File: config.mk
export PLATFORM = sky130hd
export DESIGN_NAME = tlb_top
export DESIGN_NICKNAME = d
export VERILOG_FILES = /design/src/rtl/tlb_entry_pkg.sv /design/src/rtl/tlb_op_pkg.sv /design/src/rtl/tlb_stage_if.sv /design/src/rtl/tlb_entry_array.sv /design/src/rtl/tlb_inv_match.sv /design/src/rtl/tlb_match_stage.sv /design/src/rtl/tlb_page_check_stage.sv /design/src/rtl/tlb_top.sv
export SDC_FILE = /design/constraint.sdc
export NUM_CORES = 2
export LEC_CHECK = 0
export BUFFER_PORTS_ARGS = -buffer_cell sky130_fd_sc_hd__buf_2
export CORE_ASPECT_RATIO = 2
export CORE_MARGIN = 1.5
export CORE_UTILIZATION = 30
export CTS_BUF_LIST = sky130_fd_sc_hd__clkbuf_4
export DETAILED_ROUTE_END_ITERATION = 12
export GPL_TIMING_DRIVEN = 0
export SYNTH_ARGS = -nofsm -noshare
export SYNTH_HDL_FRONTEND = slang
export SYNTH_SLANG_ARGS = --single-unit
File: constraint.sdc
create_clock -name clock -period 2.9 [get_ports clock]
set_input_delay 0.145 -clock clock [delete_from_list [all_inputs] [get_ports clock]]
set_output_delay 0.145 -clock clock [all_outputs]
set_load 0.01 [all_outputs]
File: src/rtl/tlb_entry_pkg.sv
package tlb_entry_pkg;

    localparam int tlb_entries = 16;
    localparam int tlb_idx_w   = 4;

    // bit 0 of a vpn picks the odd page of a pair
    localparam int vpn_w       = 20;
    localparam int vppn_w      = 19;
    localparam int asid_w      = 10;
    localparam int ppn_w       = 20;
    localparam int plv_w       = 2;
    localparam int mat_w       = 2;
    localparam int page_lo_w   = 28;

    // page-lo word: ppn 27:8, bit 7 reserved, g 6, mat 5:4, plv 3:2, d 1, v 0
    typedef struct packed {
        logic [ppn_w-1:0] ppn;
        logic             rsv;
        logic             g;
        logic [mat_w-1:0] mat;
        logic [plv_w-1:0] plv;
        logic             d;
        logic             v;
    } page_lo_t;

    // g is kept in both lo words, always equal after a write
    typedef struct packed {
        logic [vppn_w-1:0] vppn;
        logic              ps_huge;
        logic [asid_w-1:0] asid;
        logic              e;
        page_lo_t          lo0;
        page_lo_t          lo1;
    } tlb_entry_t;

endpackage

File: src/rtl/tlb_op_pkg.sv
package tlb_op_pkg;

    localparam int inv_op_w = 5;
    localparam int ps_w     = 6;

    // invtlb operation codes
    typedef enum logic [inv_op_w-1:0] {
        inv_all0         = 5'd0,
        inv_all1         = 5'd1,
        inv_global       = 5'd2,
        inv_nonglobal    = 5'd3,
        inv_asid         = 5'd4,
        inv_asid_va      = 5'd5,
        inv_g_or_asid_va = 5'd6
    } inv_op_t;

    // page sizes as log2 of the byte count
    localparam logic [ps_w-1:0] ps_4k        = 6'd12;
    localparam logic [ps_w-1:0] ps_huge_code = 6'd21;

endpackage

File: src/rtl/tlb_stage_if.sv
`timescale 1ns/1ps

interface tlb_stage_if;

    logic                                hit;
    logic [tlb_entry_pkg::tlb_idx_w-1:0] idx;
    logic                                odd;
    logic [tlb_entry_pkg::plv_w-1:0]     priv;

    modport match (
        output hit,
        output idx,
        output odd,
        output priv
    );

    modport check (
        input  hit,
        input  idx,
        input  odd,
        input  priv
    );

endinterface

File: src/rtl/tlb_entry_array.sv
`timescale 1ns/1ps

module tlb_entry_array (
    input  logic                                    clock,
    input  logic                                    rst_n,

    input  logic                                    w_en,
    input  logic [tlb_entry_pkg::tlb_idx_w-1:0]     w_idx,
    input  logic [tlb_entry_pkg::vppn_w-1:0]        w_vppn,
    input  logic [tlb_op_pkg::ps_w-1:0]             w_ps,
    input  logic [tlb_entry_pkg::asid_w-1:0]        w_asid,
    input  logic                                    w_e,
    input  tlb_entry_pkg::page_lo_t                 w_lo0,
    input  tlb_entry_pkg::page_lo_t                 w_lo1,

    input  logic                                    inv_en,
    input  logic [tlb_entry_pkg::tlb_entries-1:0]   kill_mask,

    input  logic [tlb_entry_pkg::tlb_idx_w-1:0]     r_idx,
    output tlb_entry_pkg::tlb_entry_t               r_entry,

    output tlb_entry_pkg::tlb_entry_t               entries [tlb_entry_pkg::tlb_entries]
);

    logic [tlb_entry_pkg::tlb_entries-1:0] e_q;

    logic [tlb_entry_pkg::vppn_w-1:0] vppn_q    [tlb_entry_pkg::tlb_entries];
    logic                             ps_huge_q [tlb_entry_pkg::tlb_entries];
    logic [tlb_entry_pkg::asid_w-1:0] asid_q    [tlb_entry_pkg::tlb_entries];
    tlb_entry_pkg::page_lo_t          lo0_q     [tlb_entry_pkg::tlb_entries];
    tlb_entry_pkg::page_lo_t          lo1_q     [tlb_entry_pkg::tlb_entries];

    logic                    w_g;
    tlb_entry_pkg::page_lo_t w_lo0_g;
    tlb_entry_pkg::page_lo_t w_lo1_g;
    logic                    wr_fire;

    // an entry is global only if both halves say so
    assign w_g = w_lo0.g & w_lo1.g;

    always_comb begin
        w_lo0_g   = w_lo0;
        w_lo1_g   = w_lo1;
        w_lo0_g.g = w_g;
        w_lo1_g.g = w_g;
    end

    // invalidate beats write
    assign wr_fire = w_en & ~inv_en;

    always_ff @(posedge clock or negedge rst_n) begin
        if (!rst_n) begin
            e_q <= '0;
        end else if (inv_en) begin
            e_q <= e_q & ~kill_mask;
        end else if (w_en) begin
            e_q[w_idx] <= w_e;
        end
    end

    always_ff @(posedge clock) begin
        if (wr_fire) begin
            vppn_q[w_idx]    <= w_vppn;
            ps_huge_q[w_idx] <= (w_ps == tlb_op_pkg::ps_huge_code);
            asid_q[w_idx]    <= w_asid;
            lo0_q[w_idx]     <= w_lo0_g;
            lo1_q[w_idx]     <= w_lo1_g;
        end
    end

    always_comb begin
        for (int i = 0; i < tlb_entry_pkg::tlb_entries; i++) begin
            entries[i].vppn    = vppn_q[i];
            entries[i].ps_huge = ps_huge_q[i];
            entries[i].asid    = asid_q[i];
            entries[i].e       = e_q[i];
            entries[i].lo0     = lo0_q[i];
            entries[i].lo1     = lo1_q[i];
        end
    end

    assign r_entry = entries[r_idx];

endmodule

File: src/rtl/tlb_inv_match.sv
`timescale 1ns/1ps

module tlb_inv_match (
    input  tlb_op_pkg::inv_op_t                     inv_op,
    input  logic [tlb_entry_pkg::asid_w-1:0]        inv_asid,
    input  logic [tlb_entry_pkg::vpn_w-1:0]         inv_vpn,
    input  tlb_entry_pkg::tlb_entry_t               entries [tlb_entry_pkg::tlb_entries],
    output logic [tlb_entry_pkg::tlb_entries-1:0]   kill_mask
);

    always_comb begin
        logic g;
        logic asid_eq;
        logic va_eq;

        kill_mask = '0;
        for (int i = 0; i < tlb_entry_pkg::tlb_entries; i++) begin
            g       = entries[i].lo0.g;
            asid_eq = (entries[i].asid == inv_asid);
            // the pair number ignores the odd-page bit
            va_eq   = (entries[i].vppn == inv_vpn[tlb_entry_pkg::vpn_w-1:1]);
            case (inv_op)
                tlb_op_pkg::inv_all0,
                tlb_op_pkg::inv_all1: begin
                    kill_mask[i] = 1'b1;
                end
                tlb_op_pkg::inv_global:       kill_mask[i] = g;
                tlb_op_pkg::inv_nonglobal:    kill_mask[i] = ~g;
                tlb_op_pkg::inv_asid:         kill_mask[i] = ~g & asid_eq;
                tlb_op_pkg::inv_asid_va:      kill_mask[i] = ~g & asid_eq & va_eq;
                tlb_op_pkg::inv_g_or_asid_va: kill_mask[i] = (g | asid_eq) & va_eq;
                // codes 7 and up do nothing
                default:                      kill_mask[i] = 1'b0;
            endcase
        end
    end

endmodule

File: src/rtl/tlb_match_stage.sv
`timescale 1ns/1ps

module tlb_match_stage (
    input  logic                                clock,
    input  logic                                rst_n,
    input  logic [tlb_entry_pkg::vpn_w-1:0]     vpn,
    input  logic [tlb_entry_pkg::asid_w-1:0]    asid,
    input  logic [tlb_entry_pkg::plv_w-1:0]     priv,
    input  tlb_entry_pkg::tlb_entry_t           entries [tlb_entry_pkg::tlb_entries],
    tlb_stage_if.match                          res
);

    logic [tlb_entry_pkg::tlb_entries-1:0] hit_vec;
    logic [tlb_entry_pkg::tlb_idx_w-1:0]   hit_idx;

    logic                                  hit_q;
    logic [tlb_entry_pkg::tlb_idx_w-1:0]   idx_q;
    logic                                  odd_q;
    logic [tlb_entry_pkg::plv_w-1:0]       priv_q;

    always_comb begin
        for (int i = 0; i < tlb_entry_pkg::tlb_entries; i++) begin
            hit_vec[i] = entries[i].e
                && (entries[i].vppn == vpn[tlb_entry_pkg::vpn_w-1:1])
                && (entries[i].lo0.g || (entries[i].asid == asid));
        end
    end

    // scan downward so the lowest hit is the last one kept
    always_comb begin
        hit_idx = '0;
        for (int i = tlb_entry_pkg::tlb_entries - 1; i >= 0; i--) begin
            if (hit_vec[i]) begin
                hit_idx = (tlb_entry_pkg::tlb_idx_w)'(i);
            end
        end
    end

    always_ff @(posedge clock or negedge rst_n) begin
        if (!rst_n) begin
            hit_q <= 1'b0;
        end else begin
            hit_q <= |hit_vec;
        end
    end

    always_ff @(posedge clock) begin
        idx_q  <= hit_idx;
        odd_q  <= vpn[0];
        priv_q <= priv;
    end

    assign res.hit  = hit_q;
    assign res.idx  = idx_q;
    assign res.odd  = odd_q;
    assign res.priv = priv_q;

endmodule

File: src/rtl/tlb_page_check_stage.sv
`timescale 1ns/1ps

module tlb_page_check_stage (
    tlb_stage_if.check                          req,
    input  tlb_entry_pkg::tlb_entry_t           entries [tlb_entry_pkg::tlb_entries],
    output logic [tlb_entry_pkg::tlb_idx_w-1:0] idx,
    output logic                                valid,
    output logic                                unpriv,
    output logic [tlb_entry_pkg::ppn_w-1:0]     ppn,
    output logic                                uncached
);

    tlb_entry_pkg::tlb_entry_t hit_entry;
    tlb_entry_pkg::page_lo_t   page;

    // contents as they stand now, so a write last edge is seen
    assign hit_entry = entries[req.idx];
    assign page      = req.odd ? hit_entry.lo1 : hit_entry.lo0;

    assign idx      = req.idx;
    assign valid    = req.hit & page.v;
    assign unpriv   = (page.plv < req.priv);
    assign ppn      = page.ppn;
    // mat 0 is strongly-ordered uncached
    assign uncached = (page.mat == '0);

endmodule

File: src/rtl/tlb_top.sv
`timescale 1ns/1ps

module tlb_top (
    input  logic                                clock,
    input  logic                                rst_n,

    // instruction fetch, result one clock later
    input  logic [tlb_entry_pkg::vpn_w-1:0]     if_vpn,
    input  logic [tlb_entry_pkg::asid_w-1:0]    if_asid,
    input  logic [tlb_entry_pkg::plv_w-1:0]     if_priv,
    output logic [tlb_entry_pkg::tlb_idx_w-1:0] if_idx,
    output logic                                if_valid,
    output logic                                if_unpriv,
    output logic [tlb_entry_pkg::ppn_w-1:0]     if_ppn,
    output logic                                if_uncached,

    // load / store
    input  logic [tlb_entry_pkg::vpn_w-1:0]     ls_vpn,
    input  logic [tlb_entry_pkg::asid_w-1:0]    ls_asid,
    input  logic [tlb_entry_pkg::plv_w-1:0]     ls_priv,
    output logic [tlb_entry_pkg::tlb_idx_w-1:0] ls_idx,
    output logic                                ls_valid,
    output logic                                ls_unpriv,
    output logic [tlb_entry_pkg::ppn_w-1:0]     ls_ppn,
    output logic                                ls_uncached,

    input  logic                                w_en,
    input  logic [tlb_entry_pkg::tlb_idx_w-1:0] w_idx,
    input  logic [tlb_entry_pkg::vppn_w-1:0]    w_vppn,
    input  logic [tlb_op_pkg::ps_w-1:0]         w_ps,
    input  logic [tlb_entry_pkg::asid_w-1:0]    w_asid,
    input  logic                                w_e,
    input  logic [tlb_entry_pkg::page_lo_w-1:0] w_tlbelo0,
    input  logic [tlb_entry_pkg::page_lo_w-1:0] w_tlbelo1,

    // combinational read
    input  logic [tlb_entry_pkg::tlb_idx_w-1:0] r_idx,
    output logic [tlb_entry_pkg::vppn_w-1:0]    r_vppn,
    output logic [tlb_entry_pkg::asid_w-1:0]    r_asid,
    output logic [tlb_op_pkg::ps_w-1:0]         r_ps,
    output logic                                r_e,
    output logic [tlb_entry_pkg::page_lo_w-1:0] r_tlbelo0,
    output logic [tlb_entry_pkg::page_lo_w-1:0] r_tlbelo1,

    input  logic                                inv_en,
    input  logic [tlb_op_pkg::inv_op_w-1:0]     inv_op,
    input  logic [tlb_entry_pkg::asid_w-1:0]    inv_asid,
    input  logic [tlb_entry_pkg::vpn_w-1:0]     inv_vpn
);

    tlb_entry_pkg::tlb_entry_t             entries [tlb_entry_pkg::tlb_entries];
    tlb_entry_pkg::tlb_entry_t             r_entry;
    logic [tlb_entry_pkg::tlb_entries-1:0] kill_mask;

    tlb_stage_if if_stage ();
    tlb_stage_if ls_stage ();

    tlb_entry_array i_entry_array (
        .clock     (clock),
        .rst_n     (rst_n),
        .w_en      (w_en),
        .w_idx     (w_idx),
        .w_vppn    (w_vppn),
        .w_ps      (w_ps),
        .w_asid    (w_asid),
        .w_e       (w_e),
        .w_lo0     (tlb_entry_pkg::page_lo_t'(w_tlbelo0)),
        .w_lo1     (tlb_entry_pkg::page_lo_t'(w_tlbelo1)),
        .inv_en    (inv_en),
        .kill_mask (kill_mask),
        .r_idx     (r_idx),
        .r_entry   (r_entry),
        .entries   (entries)
    );

    tlb_inv_match i_inv_match (
        .inv_op    (tlb_op_pkg::inv_op_t'(inv_op)),
        .inv_asid  (inv_asid),
        .inv_vpn   (inv_vpn),
        .entries   (entries),
        .kill_mask (kill_mask)
    );

    tlb_match_stage i_if_match (
        .clock   (clock),
        .rst_n   (rst_n),
        .vpn     (if_vpn),
        .asid    (if_asid),
        .priv    (if_priv),
        .entries (entries),
        .res     (if_stage.match)
    );

    tlb_page_check_stage i_if_check (
        .req      (if_stage.check),
        .entries  (entries),
        .idx      (if_idx),
        .valid    (if_valid),
        .unpriv   (if_unpriv),
        .ppn      (if_ppn),
        .uncached (if_uncached)
    );

    tlb_match_stage i_ls_match (
        .clock   (clock),
        .rst_n   (rst_n),
        .vpn     (ls_vpn),
        .asid    (ls_asid),
        .priv    (ls_priv),
        .entries (entries),
        .res     (ls_stage.match)
    );

    tlb_page_check_stage i_ls_check (
        .req      (ls_stage.check),
        .entries  (entries),
        .idx      (ls_idx),
        .valid    (ls_valid),
        .unpriv   (ls_unpriv),
        .ppn      (ls_ppn),
        .uncached (ls_uncached)
    );

    assign r_vppn    = r_entry.vppn;
    assign r_asid    = r_entry.asid;
    assign r_e       = r_entry.e;
    assign r_tlbelo0 = r_entry.lo0;
    assign r_tlbelo1 = r_entry.lo1;
    // only two page sizes are stored
    assign r_ps      = r_entry.ps_huge ? tlb_op_pkg::ps_huge_code : tlb_op_pkg::ps_4k;

endmodule

# ---- Word-level counts from Yosys, hierarchy flattened
# Memories as Yosys holds them, arrays and structs flattened.
# Index checks and enable logic that the tools add are counted.
dict set report word_totals {
  mem_bits_rw 1376
  mem_count 5
  output_inout_bits 146
  regBits 32
  inputBits 203
  wordCells 395
}
dict set report classes {
  order_cmp 7
  n_eq_ne 103
  n_bitwise 90
  reduce_logical 110
  n_mux 65
}
# memory words word_bits rd rd_clocked_by_memory_dff write_ports line
set mem_list {}
lappend mem_list {i_entry_array.lo0_q 16 28 16 0 1 tlb_entry_array.sv:30} ;# tlb_entry_pkg::page_lo_t lo0_q [tlb_entry_pkg::tlb_entries];
lappend mem_list {i_entry_array.lo1_q 16 28 16 0 1 tlb_entry_array.sv:31} ;# tlb_entry_pkg::page_lo_t lo1_q [tlb_entry_pkg::tlb_entries];
lappend mem_list {i_entry_array.vppn_q 16 19 16 0 1 tlb_entry_array.sv:27} ;# logic [tlb_entry_pkg::vppn_w-1:0] vppn_q [tlb_entry_pkg::tlb_entries];
lappend mem_list {i_entry_array.asid_q 16 10 16 0 1 tlb_entry_array.sv:29} ;# logic [tlb_entry_pkg::asid_w-1:0] asid_q [tlb_entry_pkg::tlb_entries];
lappend mem_list {i_entry_array.ps_huge_q 16 1 16 0 1 tlb_entry_array.sv:28} ;# logic ps_huge_q [tlb_entry_pkg::tlb_entries];
# operator n
set op_table {}
lappend op_table {{87-bit binary-select mux with 4-bit select} 3}
lappend op_table {{19-bit equality test} 48}
lappend op_table {{10-bit equality test} 48}
lappend op_table {{56-bit 2-to-1 mux} 4}
lappend op_table {{87-bit 2-to-1 mux} 2}
lappend op_table {{1-bit one-hot mux with 6 select lines} 16}
lappend op_table {{1-bit logical AND} 65}
lappend op_table {{4-bit 2-to-1 mux} 16}
lappend op_table {{28-bit 2-to-1 mux} 2}
lappend op_table {{1-bit bitwise AND} 52}
lappend op_table {{1-bit logical OR} 32}
lappend op_table {{16-bit 2-to-1 mux} 2}
lappend op_table {{16-bit OR reduction} 2}
lappend op_table {{3-bit 2-to-1 mux} 8}
lappend op_table {{1-bit inverter} 17}
lappend op_table {{16-bit bitwise AND} 1}
lappend op_table {{16-bit bitwise mux} 1}
lappend op_table {{16-bit inverter} 1}
lappend op_table {{1-bit OR} 16}
lappend op_table {{8-bit OR reduction} 2}
lappend op_table {{5-bit by 3-bit equality test with 1-bit output, second input constant} 3}
lappend op_table {{5-bit greater-or-equal comparator, second input constant} 3}
lappend op_table {{4-bit inverter with 5-bit output} 3}
lappend op_table {{5-bit by 2-bit equality test with 1-bit output, second input constant} 2}
lappend op_table {{other kinds (14)} 26}

# ---- Longest topological paths before layout
# An unclocked memory read counts as a cell.
dict set report depth {
  ltp_word 19
  depth_mapped 11
  mapped_depth_nobuf 9
}

# ---- Cells and area by module
# From an unflattened synthesis, not the netlist that was laid out.
dict set report hier_totals {
  cells_unflattened 5240
  area_unflattened_um2 82147.5
}
# mod seq_area_each_um2 cells_per_inst n_inst area_per_inst_um2
set by_module_without_submodules {}
lappend by_module_without_submodules {tlb_entry_array 41239.6 2204 1 51947.3}
lappend by_module_without_submodules {tlb_page_check_stage 0.0 388 2 6174.7}
lappend by_module_without_submodules {tlb_match_stage 165.2 729 2 5813.1}
lappend by_module_without_submodules {tlb_inv_match 0.0 795 1 6183.4}
lappend by_module_without_submodules {tlb_top 0.0 7 1 41.3}

# ---- Worst setup path before layout
# No wires, ideal clock.
dict set report synth_timing {
  path_kind {input to register}
  from {input w_idx[3] in the netlist's numbering}
  to {memory i_entry_array.asid_q[3][0] in the netlist's numbering (enable)}
  stages 2
  t_required_ps 2267
  n_path_buf 0
  arrival_ps 6433
  setup_ps 633
  setup_slack_ps -4165
  path_cell_list {or3b_2 nor3_1}
}
# element line
set synth_rtl {}
lappend synth_rtl {{start, declared} tlb_top.sv:28} ;# input logic [tlb_entry_pkg::tlb_idx_w-1:0] w_idx,
lappend synth_rtl {{end, declared} tlb_entry_array.sv:29}
# Straight into the memory's write port.

# ---- Final worst setup path
dict set report layout_timing {
  from {register i_ls_match.idx_q, in the netlist i_ls_match.res.idx[0]}
  to {output ls_unpriv}
}
dict set report layout_between {
  elab_chain_cells 6
}
# element line
set layout_rtl {}
lappend layout_rtl {{start, declared} tlb_match_stage.sv:17} ;# logic [tlb_entry_pkg::tlb_idx_w-1:0] idx_q;
lappend layout_rtl {{start signal, assigned} tlb_match_stage.sv:48} ;# idx_q <= hit_idx;
lappend layout_rtl {{4-bit inverter with 5-bit output (not written as such)} tlb_page_check_stage.sv:17} ;# assign hit_entry = entries[req.idx];
lappend layout_rtl {{87-bit binary-select mux with 4-bit select} tlb_page_check_stage.sv:17}
lappend layout_rtl {{56-bit 2-to-1 mux (not written as such) (2 in a row)} tlb_page_check_stage.sv:17}
lappend layout_rtl {{28-bit 2-to-1 mux} tlb_page_check_stage.sv:18} ;# assign page = req.odd ? hit_entry.lo1 : hit_entry.lo0;
lappend layout_rtl {{2-bit < comparator} tlb_page_check_stage.sv:22} ;# assign unpriv = (page.plv < req.priv);
lappend layout_rtl {{end, declared} tlb_top.sv:23} ;# output logic ls_unpriv,
# No other way between the ends. The select of a mux whose other input is x is not followed.

==> impl_metrics.csv <==
group,metric,value,unit
synthesis,synth_edf_count,1360,
synthesis,synth_top_area_share,50.1,%
cts,root_buffer,"clkbuf_4",
finish,final_common_cell,"edfxtp_1",
power,p_leak,33.9,nW
critical_path,crit_path_end_kind,"primary output",
synthesis,async_reset_ff_share,1.29,%
synthesis,syn_area_per_cell,16.4,um^2
power,p_total,47.0,mW
cts,clk_pin_slew_worst_paths,0.06,ns
critical_path,crit_path_cell_trace,"buf_12 -> buf_12 -> buf_16 -> mux4_2 -> mux4_2 -> mux2_4 -> ha_4 -> a21oi_4 -> buf_6",
cts,cts_tree,"done",
worst_hold_path,holdPathStages,8,
grt,grt_pass1_vias,61700,
synthesis,netlist_top_cells_area,"edfxtp_1 50%, mux4_2 25%, xor2_1 9.8%",
finish,area_growth_syn_to_layout,27.2,%
cts,numClockSinks,1392,
sta,final.setup.worst_slack,-1.57,ns
sta,finalHoldViolations,0,
critical_path,cp-startpoint,"i_ls_match.res.idx[0]",
synthesis,yosysWarnings,0,
cts,cts.htree.levels,5,
critical_path,r2r_cells,10,
grt,gr-usage-all-layers,34.8,%
critical_path,timing.rr.end,"i_ls_match.res.idx[0]",
grt,antenna_found_initial,57,
synthesis,yosysSeqAreaShare,51.0,%
die,std_cell_rows,270,
routing,drt-initial-drc-count,8379,
cts,cts_buffer_depth,4,
sta,layout_min_cycle_time,4.47,ns
routing,vias_per_cell,6.11,
sta,fmax,0.224,GHz
critical_path,cp_slowest_cell,"mux4_2",
sta,tightest_slew,1.56,ns
routing,drc,0,
critical_path,crit_arrival,4.33,ns
finish,utilization,38.3,%
die,die-width,371,um
sta,fin_crit_sh,154,%
synthesis,syn-cell-area,81500,um^2
sta,fin_tns_setup,-84.18,ns
routing,routed-via-count,62300,
grt,grt_pass1_wl,619000,um
worst_hold_path,hp-start,"ls_vpn[11]",
sta,hold_ws,0.0270,ns
sta,max_slew_margin,-4.24,%
synthesis,ys_types,52,
synthesis,yosysTopAreaCell,"edfxtp_1",
critical_path,critPathTopFamily,"multiplexers",
routing,wl_per_cell,47.5,um
sta,final-setup-viol-count,151,
die,start_util,30.1,%
placed_design,dp_hpwl,344000,um
finish,nets,6564,
worst_hold_path,timing.hold.worst.class,"in -> reg",
power,vdd_drop_max,365,uV
critical_path,r2r_setup_slack,-0.22,ns
flow_run,maxCapViolCount,3,
routing,drt_first_pass_iters,6,
die,die_area,275000,um^2
grt,grt-ovfl-total,0,
critical_path,worstSetupPathType,"reg -> out",
finish,layout_common_cells,"1360 x edfxtp_1, 905 x mux4_2, 902 x xor2_1",
cts,numCtsBuffers,351,
synthesis,synth_cells,4958,
run_status,outcome,"finished, violations left",
critical_path,crit_buf_inv,4,
cts,clk_latency,1.29,ns
critical_path,cp.required,2.76,ns
sta,finClkSkew,0.149,ns
placed_design,port_buffers,250,
sta,drv_slew,16,
synthesis,ys_ff_latch,1392,
critical_path,path_max_fanout,8,
critical_path,max_stage_delay,0.63,ns
worst_hold_path,holdPathEnd,"i_ls_match.res.idx[0]",
routing,ant_nets,0,
die,core,270000,um^2
die,dieHeight,740,um
placed_design,place.gp.congestion,1.07,
sta,rsz0062_at_grt,"yes",
power,power_density,453,nW/um^2
die,io_pins,349,
placed_design,placed_area,89800,um^2
routing,routed_wl,485000,um
critical_path,r2r-start,"i_entry_array.asid_q[12][8]",
finish,drive_gt1_share,41.6,%
synthesis,synth_flop_cell,"edfxtp_1",
finish,fin_area,104000,um^2
grt,grt_max_degree,25,
critical_path,critPathLaunchType,"flip-flop",
run_status,violations,"capacitance limit, slew limit, setup timing",
[per-layer routing]
metal  track usage [%]  routed length (um)  up-vias
met3              7.08               39500     1678
met5            0.0178                 200        -
met2              57.6              233000     4954
met1              36.2              151000    32500
li1                  -                   -    23100
met4              34.1               61200       32
[Yosys cell counts (all sizes together), types with 43 or more instances]
cell	number
edfxtp	1360
xor2	907
mux4	905
xnor2	486
nor4	252
buf	250
clkbuf	155
nand4	125
nor2	74
nand3	59
a21oi	49
nand2	46
mux2	43
[metrics by stage]
step                std cells  setup WS [ns]
floorplan                4959         -0.619
global placement         8745          -4.97
detailed placement       8858          -2.16
CTS                      9963          -1.67
global route            10200          -1.59
finish                  10200          -1.57
[worst register-to-register path: cells and delay by family (launching register included)]
kind | cells | cell delay [ns]
buf+inv | 2 | 0.37
simple gates | 2 | 0.87
compound gates | 5 | 1.16
xor+xnor | 1 | 0.16
flops | 1 | 0.43
[worst max-delay path by stage]
stage / to / slack (ns) / cells after the start
2_1_floorplan: i_entry_array.asid_q[2][0] / -0.62 / 4
3_3_place_gp: i_entry_array.vppn_q[13][13] / -4.97 / 4
3_5_place_dp: ls_unpriv / -2.16 / 9
4_1_cts: ls_unpriv / -1.67 / 9
5_1_grt: ls_unpriv / -1.59 / 9
6_report: ls_unpriv / -1.57 / 9
[final cells by class]
type                       count  area [um^2]
antenna                       37         92.6
fill                       25500       167000
tap                         3536         4420
multi-input combinational   3154        39300
clock buffer                 453         3400
clock inverter               167         1020
timing repair buffer        1050        10700
sequential                  1392        41600
buffer                       402         3020
inverter                       8         33.8
[flip-flops by register name (all words and copies together), names as in the netlist, 2 cells and up]
signal,count
i_entry_array.asid_q,160
i_entry_array.e_q,16
i_entry_array.lo0_q,448
i_entry_array.lo1_q,432
i_entry_array.ps_huge_q,16
i_entry_array.vppn_q,304
i_if_match.res.idx,4
i_if_match.res.priv,2
i_ls_match.res.idx,4
i_ls_match.res.priv,2
[where the power goes]
| group | total (mW) | internal [mW] | switching [mW] |
|---|---|---|---|
| logic | 6.60 | 2.38 | 4.22 |
| registers | 22.6 | 22.3 | 0.275 |
| clock network | 17.8 | 8.44 | 9.35 |
[cells by family (layout without fill, tap and decap cells)]
kind of cell / Yosys count / count (layout) / share of synthesized area [%]
xor+xnor: 1393 / 1393 / 15.0
mux: 954 / 954 / 25.7
fa+ha+maj: 2 / 2 / 0.0307
other cells: 2 / 40 / 0.00922
compound gates: 163 / 163 / 1.34
buf+inv: 413 / 2080 / 2.42
simple gates: 639 / 639 / 4.49
flops: 1392 / 1392 / 51.0
[what timing repair did]
action / CTS / global route
cloned: 6 / 2
gates resized for setup: 671 / 141
setup buffers: 206 / 206
hold buffers: 275 / 0
endpoints found under the setup margin: 151 / 153
endpoints found under the hold margin: 1664 / 0
pin swaps: 17 / 55
Note: power is estimated with default switching activity, not from simulation.
